`config.mk`:
```
export PLATFORM = sky130hd
export DESIGN_NAME = uart_rx
export DESIGN_NICKNAME = d
export VERILOG_FILES = /design/src/rtl/uart_line_pkg.sv /design/src/rtl/uart_host_pkg.sv /design/src/rtl/baud_tick_gen.sv /design/src/rtl/uart_rx_deserializer.sv /design/src/rtl/rx_fifo.sv /design/src/rtl/uart_rx_read_port.sv /design/src/rtl/uart_rx.sv
export SDC_FILE = /design/constraint.sdc
export NUM_CORES = 1
export LEC_CHECK = 0
export CELL_PAD_IN_SITES_DETAIL_PLACEMENT = 2
export CELL_PAD_IN_SITES_GLOBAL_PLACEMENT = 2
export CORE_ASPECT_RATIO = 0.6
export CORE_MARGIN = 4
export CORE_UTILIZATION = 43
export CTS_CLUSTER_SIZE = 8
export DETAILED_ROUTE_END_ITERATION = 12
export DONT_BUFFER_PORTS = 1
export HOLD_SLACK_MARGIN = 0.03
export PLACE_DENSITY = 0.75
export SYNTH_ARGS = -nofsm -noshare
export SYNTH_HDL_FRONTEND = slang
export SYNTH_SLANG_ARGS = --single-unit
```
`constraint.sdc`:
```
create_clock -name baud_rx_clock -period 2.01 [get_ports baud_rx_clock]
set_input_delay 0.201 -clock baud_rx_clock [delete_from_list [all_inputs] [get_ports baud_rx_clock]]
set_output_delay 0.201 -clock baud_rx_clock [all_outputs]
set_load 0.03 [all_outputs]
```
`src/rtl/uart_line_pkg.sv`:
```
package uart_line_pkg;

	// Ticks per bit on the serial line. The receiver is built around this ratio.
	localparam int OVERSAMPLE = 16;

	// Data bits per character for the 8N1 format.
	localparam int DATA_BITS = 8;

	// Deserializer states.
	typedef enum logic [1:0] {
		RX_IDLE      = 2'd0,
		RX_START_BIT = 2'd1,
		RX_DATA_BITS = 2'd2,
		RX_STOP_BIT  = 2'd3
	} rx_state_e;

	// One received character as it travels from the deserializer to the host.
	typedef struct packed {
		logic [DATA_BITS-1:0] data;
		logic                 frame_err;  // Stop bit was sampled low.
	} rx_frame_t;

endpackage

```
`src/rtl/uart_host_pkg.sv`:
```
package uart_host_pkg;

	// Width of the word the host reads.
	localparam int RDATA_WIDTH = 32;

	// Read sequencer states.
	// The pop is decoded combinationally in RD_WAIT_DATA.
	typedef enum logic [1:0] {
		RD_WAIT_DATA = 2'd0,
		RD_LOAD      = 2'd1,
		RD_READY     = 2'd2
	} rd_state_e;

	// Host word, zero extended above the status bit.
	typedef struct packed {
		logic [RDATA_WIDTH-uart_line_pkg::DATA_BITS-2:0] reserved;
		logic                                             frame_err;
		logic [uart_line_pkg::DATA_BITS-1:0]              data;
	} rdata_t;

endpackage

```
`src/rtl/baud_tick_gen.sv`:
```
`timescale 1ns/100ps

module baud_tick_gen #(
	parameter int CLOCK_RATE = 50_000_000,
	parameter int BAUD_RATE  = 9600
) (
	input  logic i_reset,
	input  logic baud_rx_clock,
	output logic o_tick
);

	import uart_line_pkg::*;

	localparam int DIVIDE = CLOCK_RATE / (BAUD_RATE * OVERSAMPLE);
	localparam int CNT_W = (DIVIDE > 1) ? $clog2(DIVIDE) : 1;
	localparam logic [CNT_W-1:0] LAST = CNT_W'(DIVIDE - 1);

	logic [CNT_W-1:0] count;

	always_ff @(posedge baud_rx_clock) begin
		if (i_reset) begin
			count  <= '0;
			o_tick <= 1'b0;
		end else begin
			o_tick <= (count == LAST);  // One cycle wide, once per wrap.
			if (count == LAST)
				count <= '0;
			else
				count <= count + 1'b1;
		end
	end

endmodule

```
`src/rtl/uart_rx_deserializer.sv`:
```
`timescale 1ns/100ps

module uart_rx_deserializer (
	input  logic                     i_reset,
	input  logic                     baud_rx_clock,
	input  logic                     i_tick,
	input  logic                     i_rx_line,
	output logic                     o_push,
	output uart_line_pkg::rx_frame_t o_frame
);

	import uart_line_pkg::*;

	localparam int SAMPLE_W = $clog2(OVERSAMPLE);
	localparam int BIT_W = $clog2(DATA_BITS);
	localparam logic [SAMPLE_W-1:0] MID_BIT = SAMPLE_W'(OVERSAMPLE / 2 - 1);
	localparam logic [SAMPLE_W-1:0] FULL_BIT = SAMPLE_W'(OVERSAMPLE - 1);
	localparam logic [BIT_W-1:0] LAST_BIT = BIT_W'(DATA_BITS - 1);

	logic                 rx_meta;
	logic                 rx_sync;
	rx_state_e            state;
	logic [SAMPLE_W-1:0]  sample_cnt;
	logic [BIT_W-1:0]     bit_cnt;
	logic [DATA_BITS-1:0] shift_reg;
	logic                 sample_data;
	logic                 sample_stop;

	// The line idles high, so the synchronizer comes out of reset at one.
	always_ff @(posedge baud_rx_clock) begin
		if (i_reset) begin
			rx_meta <= 1'b1;
			rx_sync <= 1'b1;
		end else begin
			rx_meta <= i_rx_line;
			rx_sync <= rx_meta;
		end
	end

	assign sample_data = i_tick && (state == RX_DATA_BITS) && (sample_cnt == FULL_BIT);
	assign sample_stop = i_tick && (state == RX_STOP_BIT) && (sample_cnt == FULL_BIT);

	always_ff @(posedge baud_rx_clock) begin
		if (i_reset) begin
			state      <= RX_IDLE;
			sample_cnt <= '0;
			bit_cnt    <= '0;
			o_push     <= 1'b0;
		end else begin
			o_push <= sample_stop;
			if (i_tick) begin
				case (state)
					RX_IDLE: begin
						sample_cnt <= '0;
						bit_cnt    <= '0;
						if (!rx_sync)
							state <= RX_START_BIT;
					end
					RX_START_BIT: begin
						if (sample_cnt == MID_BIT) begin
							// A high line at mid start bit was only a glitch.
							state      <= rx_sync ? RX_IDLE : RX_DATA_BITS;
							sample_cnt <= '0;
						end else begin
							sample_cnt <= sample_cnt + 1'b1;
						end
					end
					RX_DATA_BITS: begin
						sample_cnt <= sample_cnt + 1'b1;  // Wraps to zero after the sample.
						if (sample_cnt == FULL_BIT) begin
							if (bit_cnt == LAST_BIT)
								state <= RX_STOP_BIT;
							else
								bit_cnt <= bit_cnt + 1'b1;
						end
					end
					RX_STOP_BIT: begin
						sample_cnt <= sample_cnt + 1'b1;
						if (sample_cnt == FULL_BIT)
							state <= RX_IDLE;
					end
					default: state <= RX_IDLE;
				endcase
			end
		end
	end

	// Bits arrive LSB first, so each new bit enters at the top.
	always_ff @(posedge baud_rx_clock) begin
		if (sample_data)
			shift_reg <= {rx_sync, shift_reg[DATA_BITS-1:1]};
		if (sample_stop) begin
			o_frame.data      <= shift_reg;
			o_frame.frame_err <= !rx_sync;
		end
	end

endmodule

```
`src/rtl/rx_fifo.sv`:
```
`timescale 1ns/100ps

module rx_fifo #(
	parameter int FIFO_DEPTH = 4
) (
	input  logic                     i_reset,
	input  logic                     baud_rx_clock,
	input  logic                     i_push,
	input  uart_line_pkg::rx_frame_t i_wdata,
	input  logic                     i_pop,
	output uart_line_pkg::rx_frame_t o_rdata,
	output logic                     o_empty,
	output logic                     o_overrun
);

	import uart_line_pkg::*;

	localparam int ADDR_W = $clog2(FIFO_DEPTH);

	rx_frame_t     mem [FIFO_DEPTH];
	logic [ADDR_W:0] wr_ptr;
	logic [ADDR_W:0] rd_ptr;
	logic            full;
	logic            do_push;
	logic            do_pop;

	// The extra pointer bit tells a full buffer from an empty one.
	assign full    = (wr_ptr[ADDR_W] != rd_ptr[ADDR_W]) &&
			(wr_ptr[ADDR_W-1:0] == rd_ptr[ADDR_W-1:0]);
	assign o_empty = (wr_ptr == rd_ptr);
	assign do_push = i_push && !full;
	assign do_pop  = i_pop && !o_empty;

	always_ff @(posedge baud_rx_clock) begin
		if (do_push)
			mem[wr_ptr[ADDR_W-1:0]] <= i_wdata;
		if (do_pop)
			o_rdata <= mem[rd_ptr[ADDR_W-1:0]];  // Head is presented the cycle after the pop.
	end

	always_ff @(posedge baud_rx_clock) begin
		if (i_reset) begin
			wr_ptr    <= '0;
			rd_ptr    <= '0;
			o_overrun <= 1'b0;
		end else begin
			if (do_push)
				wr_ptr <= wr_ptr + 1'b1;
			if (do_pop)
				rd_ptr <= rd_ptr + 1'b1;
			if (i_push && full)
				o_overrun <= 1'b1;  // Dropped frame. Stays set until reset.
		end
	end

endmodule

```
`src/rtl/uart_rx_read_port.sv`:
```
`timescale 1ns/100ps

module uart_rx_read_port (
	input  logic                     i_reset,
	input  logic                     baud_rx_clock,
	input  logic                     i_request,
	input  logic                     i_empty,
	input  uart_line_pkg::rx_frame_t i_frame,
	output logic                     o_pop,
	output uart_host_pkg::rdata_t    o_rdata,
	output logic                     o_ready
);

	import uart_host_pkg::*;

	rd_state_e rd_state;

	// The pop goes out in the first cycle a request meets a stored frame.
	assign o_pop   = (rd_state == RD_WAIT_DATA) && i_request && !i_empty;
	assign o_ready = (rd_state == RD_READY) && i_request;

	always_ff @(posedge baud_rx_clock) begin
		if (i_reset) begin
			rd_state <= RD_WAIT_DATA;
			o_rdata  <= '0;
		end else if (!i_request) begin
			rd_state <= RD_WAIT_DATA;  // Each word needs its own request.
		end else begin
			case (rd_state)
				RD_WAIT_DATA: begin
					if (!i_empty)
						rd_state <= RD_LOAD;
				end
				RD_LOAD: begin
					// The FIFO output has settled by now.
					o_rdata <= rdata_t'{
						reserved:  '0,
						frame_err: i_frame.frame_err,
						data:      i_frame.data
					};
					rd_state <= RD_READY;
				end
				RD_READY: begin
					rd_state <= RD_READY;
				end
				default: rd_state <= RD_WAIT_DATA;
			endcase
		end
	end

endmodule

```
`src/rtl/uart_rx.sv`:
```
`timescale 1ns/100ps

module uart_rx #(
	parameter int CLOCK_RATE = 50_000_000,
	parameter int BAUD_RATE  = 9600,
	parameter int FIFO_DEPTH = 4
) (
	input  logic                  i_reset,
	input  logic                  baud_rx_clock,
	input  logic                  i_rx_line,
	input  logic                  i_request,
	output uart_host_pkg::rdata_t o_rdata,
	output logic                  o_ready,
	output logic                  o_overrun
);

	import uart_line_pkg::*;

	logic      tick;
	logic      push;
	rx_frame_t rx_frame;
	logic      pop;
	logic      empty;
	rx_frame_t head_frame;

	baud_tick_gen #(
		.CLOCK_RATE(CLOCK_RATE),
		.BAUD_RATE (BAUD_RATE)
	) u_baud_tick_gen (
		.i_reset      (i_reset),
		.baud_rx_clock(baud_rx_clock),
		.o_tick       (tick)
	);

	uart_rx_deserializer u_deserializer (
		.i_reset      (i_reset),
		.baud_rx_clock(baud_rx_clock),
		.i_tick       (tick),
		.i_rx_line    (i_rx_line),
		.o_push       (push),
		.o_frame      (rx_frame)
	);

	rx_fifo #(
		.FIFO_DEPTH(FIFO_DEPTH)
	) u_rx_fifo (
		.i_reset      (i_reset),
		.baud_rx_clock(baud_rx_clock),
		.i_push       (push),
		.i_wdata      (rx_frame),
		.i_pop        (pop),
		.o_rdata      (head_frame),
		.o_empty      (empty),
		.o_overrun    (o_overrun)
	);

	uart_rx_read_port u_read_port (
		.i_reset      (i_reset),
		.baud_rx_clock(baud_rx_clock),
		.i_request    (i_request),
		.i_empty      (empty),
		.i_frame      (head_frame),
		.o_pop        (pop),
		.o_rdata      (o_rdata),
		.o_ready      (o_ready)
	);

endmodule

```
-- Yosys cells after proc, flatten, opt, wreduce, memory -nomap -nowiden
Memory sizes are Yosys's and may differ from the RTL's. A register that Yosys moved wholly into a read port is not among the register bits.
Index checks and enable logic that the tools add are counted.
- memories kept: 1
- word-level logic and storage cells: 83
- output and inout bits: 34
- flip-flop bits (word level): 57
- RAM bits: 36
- memories (name ; words ; width ; rd ports ; clocked after Yosys merged registers in ; write ports ; line ; text):
    u_rx_fifo.mem ; 4 ; 9 ; 1 ; 1 ; 1 ; rx_fifo.sv:20 ; rx_frame_t mem [FIFO_DEPTH];
- equal/unequal tests: 19
- reduce and logical (&&, ||, !) cells: 24
- multiplexer cells: 16
- add/subtract/negate cells: 5
- bitwise gates (word level): 1
- operator list (operator ; count):
    two-way mux 2 bit ; 7
    inequality test 2 bit, second input constant ; 6
    one-hot mux 4 bit (3 select lines) ; 1
    logical AND 1 bit ; 11
    adder 3 x 1 -> 3 bit, second input constant ; 3
    adder 9 x 1 -> 9 bit, second input constant ; 1
    equality test 9 bit, second input constant ; 1
    one-hot mux 2 bit (4 select lines) ; 1
    OR reduction 2 bit ; 4
    equality test 2 bit, second input constant ; 3
    two-way mux 3 bit ; 2
    one-hot mux 3 bit (2 select lines) ; 1
    AND reduction 6 bit ; 1
    adder 4 x 1 -> 4 bit, second input constant ; 1
    equality test 2 x 1 -> 1 bit, second input constant ; 2
    equality test 4 x 3 -> 1 bit, second input constant ; 1
    equality test 4 bit, second input constant ; 1
    zero test 2 bit ; 2
    two-way mux 4 bit ; 1
    one-hot mux 2 bit (2 select lines) ; 1
    AND reduction 4 bit ; 1
    equality test 3 bit ; 1
    equality test 3 bit, second input constant ; 1
    zero test 1 bit ; 3
    other kinds (7) ; 8

-- Longest topological paths before layout
- word-level depth: 6
- gate-level depth with buffers: 6

-- Modules after synthesis
A second synthesis with hierarchy kept.
- cell total of the unflattened synthesis: 348
- area total of the unflattened synthesis: 4558.1 sq um
- modules (own cells, without submodules) (module ; times used ; sequential area each (sq um) ; area an instance (sq um) ; cells each):
    rx_fifo ; 1 ; 1491.4 ; 2155.8 ; 128
    uart_rx_deserializer ; 1 ; 750.7 ; 1199.9 ; 90
    uart_rx_read_port ; 1 ; 220.2 ; 740.7 ; 82
    baud_tick_gen ; 1 ; 200.2 ; 461.7 ; 48

-- Worst setup path before layout
No wires, ideal clock.
- kind: reg-to-reg
- start point: register u_rx_fifo.wr_ptr[0]
- end point: register, netlist name u_rx_fifo.o_rdata[0]
- data arrival time: 1.244 ns
- buffers on the path: 0
- setup time: 0.381 ns
- slack: 0.385 ns
- stages on the path, launching flop included: 3
- path through: dfxtp_1 xnor2_2 a31oi_1
- word-level cells in the longest chain between the ends: 4
- RTL lines (element ; line ; text):
    from (decl) ; rx_fifo.sv:21 ; logic [ADDR_W:0] wr_ptr;
    from (signal assigned) ; rx_fifo.sv:48 ; wr_ptr <= wr_ptr + 1'b1;
    equality test 3 bit * ; rx_fifo.sv:30 ; assign o_empty = (wr_ptr == rd_ptr);
    zero test 1 bit * ; rx_fifo.sv:32, uart_rx_read_port.sv:19 ;
    logical AND 1 bit ; uart_rx_read_port.sv:19 ; assign o_pop = (rd_state == RD_WAIT_DATA) && i_request && !i_empty;
    logical AND 1 bit * ; rx_fifo.sv:32 ; assign do_pop = i_pop && !o_empty;
    named net u_rx_fifo.do_pop ; rx_fifo.sv:25 ; logic do_pop;
The timed path passes the listed nets; every way through them passes the cells marked *.
A chain may end at the register's enable or synchronous reset.

-- Worst setup path in the final report
- start point: register u_rx_fifo.wr_ptr[0]
- end point: memory u_rx_fifo.mem[1][1] (netlist bit) (enable)
- word-level cells in the longest chain between the ends: 6
- RTL lines (element ; line ; text):
    equality test 2 bit ; rx_fifo.sv:29 ; (wr_ptr[ADDR_W-1:0] == rd_ptr[ADDR_W-1:0]);
    logical AND 1 bit ; rx_fifo.sv:28 ; assign full = (wr_ptr[ADDR_W] != rd_ptr[ADDR_W]) &&
    zero test 1 bit ; rx_fifo.sv:31 ; assign do_push = i_push && !full;
    logical AND 1 bit ; rx_fifo.sv:31 ;
    two-way mux 1 bit ; rx_fifo.sv:35 ; if (do_push)
    two-way mux 1 bit (not written as such) ; rx_fifo.sv:36 ; mem[wr_ptr[ADDR_W-1:0]] <= i_wdata;
    to (decl) ; rx_fifo.sv:20 ;
Several ways; a longest one is shown, not always the timed one.

==> results_dict.tcl <==
set metrics [dict create \
    fin_nets 368 \
    grt_max_degree 23 \
    antenna_found_initial 0 \
    synth_edf_count 62 \
    wl_met1_mm 5.03 \
    tightest_slew_ps 985 \
    placementRows 28 \
    drt-initial-drc-count 168 \
    finalPower_mw 4.70 \
    drt-total-wl_mm 10.5 \
    synth.distinct_cells 47 \
    end_kind "register" \
    vias 2670 \
    synth_top_area_share_pct 43.0 \
    grt_usage_pct 19.0 \
    initial_core_util_pct 44.0 \
    ys_seq_area_share_pct 61.5 \
    die_h_um 85.7 \
    critPathKind "reg -> reg" \
    p_per_area_nw_per_um2 985 \
    critPathMaxFanout 9 \
    dr.pass1.iters 4 \
    synth.avg_cell_area_um2 12.8 \
    status "completed" \
    final_core_util_pct 48.5 \
    ys_top_cells_by_count "edfxtp_1 (62), dfxtp_1 (40), buf_4 (24), nand2_1 (24), nand3_1 (21)" \
    ys_ff_latch 102 \
    rsz0062_at_grt "no" \
    largest_reg_flops 36 \
    min_path_type "in -> reg" \
    clock-sinks 102 \
    whs_ps 43.1 \
    post-route-min-period_ps 1860 \
    gp_congestion 0.810 \
    area_growth_pct 10.1 \
    syn_area_um2 4330 \
    wl_per_cell_um 21.4 \
    yosys.area.top_type "edfxtp_1" \
    post-route-period-util_pct 92.7 \
    setup_tns_ps 0 \
    clock_latency_ps 350 \
    port_buffers 0 \
    slew_violations 0 \
    fmax_ghz 0.537 \
    dieWidth_um 138 \
    io-pin-count 38 \
    synthTopCellsByArea "edfxtp_1 (43%), dfxtp_1 (18%), mux4_2 (4.7%)" \
    synth.most_common_cell "edfxtp_1" \
    cts_inserted_buffers 9 \
    drc_errors 0 \
    clk_pin_slew_ps 70 \
    core_um2 9840 \
    leakage_nw 1.68 \
    dr_wl_met3_um 512 \
    arrival_ps 1860 \
    cts_tree "built" \
    slew_headroom_pct 34.1 \
    grt.overflow.total 0 \
    post_cts_resize_count 0 \
    fin_worst_skew_ps 7.91 \
    die_area_um2 11800 \
    routed-wl-met2_mm 4.80 \
    ys.flop_type "edfxtp_1" \
    root_buffer "clkbuf_16" \
    async_flop_share_pct 0 \
    synth_cells 338 \
    hold_violations 0 \
    grt_pass1_wl_mm 16.3 \
    layout-drive-gt1-share_pct 11.3 \
    setup_viol 0 \
    h-tree-depth 3 \
    dp_hpwl_mm 7.53 \
    cts_buffer_depth 2 \
    peakVddDrop_uv 452 \
    start_kind "register" \
    highest-signal-layer "met4" \
    grt_pass1_vias 2807 \
    viasPerCell 5.45 \
    antennaDiodeCount 0 \
    drv_cap 0 \
    cp.required_ps 2010 \
    final_antenna_net_count 0 \
    synth_warnings 0 \
]
[layer usage]
metal / vias up / track usage (%)
met2: 63 / 29.6
met4: 0 / 5.89
met1: 1377 / 25.9
met3: 11 / 5.28
li1: 1219 / -
met5: - / 0
[power by group]
part           leakage, nW  internal [mW]  switching (mW)  total, mW
clock                0.144          0.983           0.748       1.73
sequential           0.881           2.29          0.0818       2.37
combinational        0.654          0.252           0.345      0.597
[path summary, 6_finish.rpt]
path | startpoint | end | slack (ps) | cells after the start
worst min register to register | u_deserializer.rx_meta$_SDFF_PP1_ | u_deserializer.rx_sync$_SDFF_PP1_ | 410 | 1
worst max register to register | u_rx_fifo.wr_ptr[0]$_SDFFE_PP0P_ | u_rx_fifo.mem[1][1]$_DFFE_PP_ | 150 | 3
worst min-delay path | i_request | u_read_port.o_rdata[6]$_SDFFE_PP0P_ | 40 | 2
worst max-delay path | u_rx_fifo.wr_ptr[0]$_SDFFE_PP0P_ | u_rx_fifo.mem[1][1]$_DFFE_PP_ | 150 | 3
[metrics by stage]
stage / cell area, um^2 / setup slack (ps) / cells
2_1_floorplan: 4410 / 385 / 360
3_3_place_gp: 4430 / 377 / 470
3_5_place_dp: 4430 / 160 / 470
4_1_cts: 4770 / 117 / 490
5_1_grt: 4770 / 29.3 / 490
6_report: 4770 / 148 / 490
[critical path, cell delays in order (launching register included)]
cell and delay [ps]:
dfxtp_1 550, xor2_1 250, o31a_1 280, and2_1 440
[layout by cell type, fill, tap and decap left out, types with 9 or more instances in the layout]
cell / count
edfxtp_1: 62
dfxtp_1: 40
nand2_1: 24
conb_1: 23
nand3_1: 21
a21oi_1: 19
ha_1: 14
o21ai_0: 11
inv_1: 10
nor2_1: 10
clkbuf_16: 10
buf_4: 10
mux4_2: 9
nand4_1: 9
[layout make-up]
cell class / count / area, um^2
clock inverters: 2 / 12.5
fillers: 971 / 5070
multi-input cells: 213 / 1490
well taps: 135 / 169
clock buffers: 14 / 285
flip-flops and latches: 102 / 2660
inverters: 10 / 37.5
repair buffers: 14 / 115
[what timing repair did]
item                      4_1_cts  5_1_grt
hold buffers                    4        0
hold endpoints to repair       21        0
buffers inserted                0        0
[logic make-up after synthesis]
| group | Yosys count | synth area share (%) |
|---|---|---|
| other | 1 | 0.0866 |
| and+or+nand+nor | 109 | 14.4 |
| muxes | 14 | 5.83 |
| buffers and inverters | 45 | 6.07 |
| xor gates and xnor gates | 10 | 2.20 |
| adders and majority gates | 14 | 4.04 |
| AOI/OAI and AO/OA | 43 | 5.86 |
| DFF | 102 | 61.5 |
No activity file was read; power rests on OpenSTA's default activity.
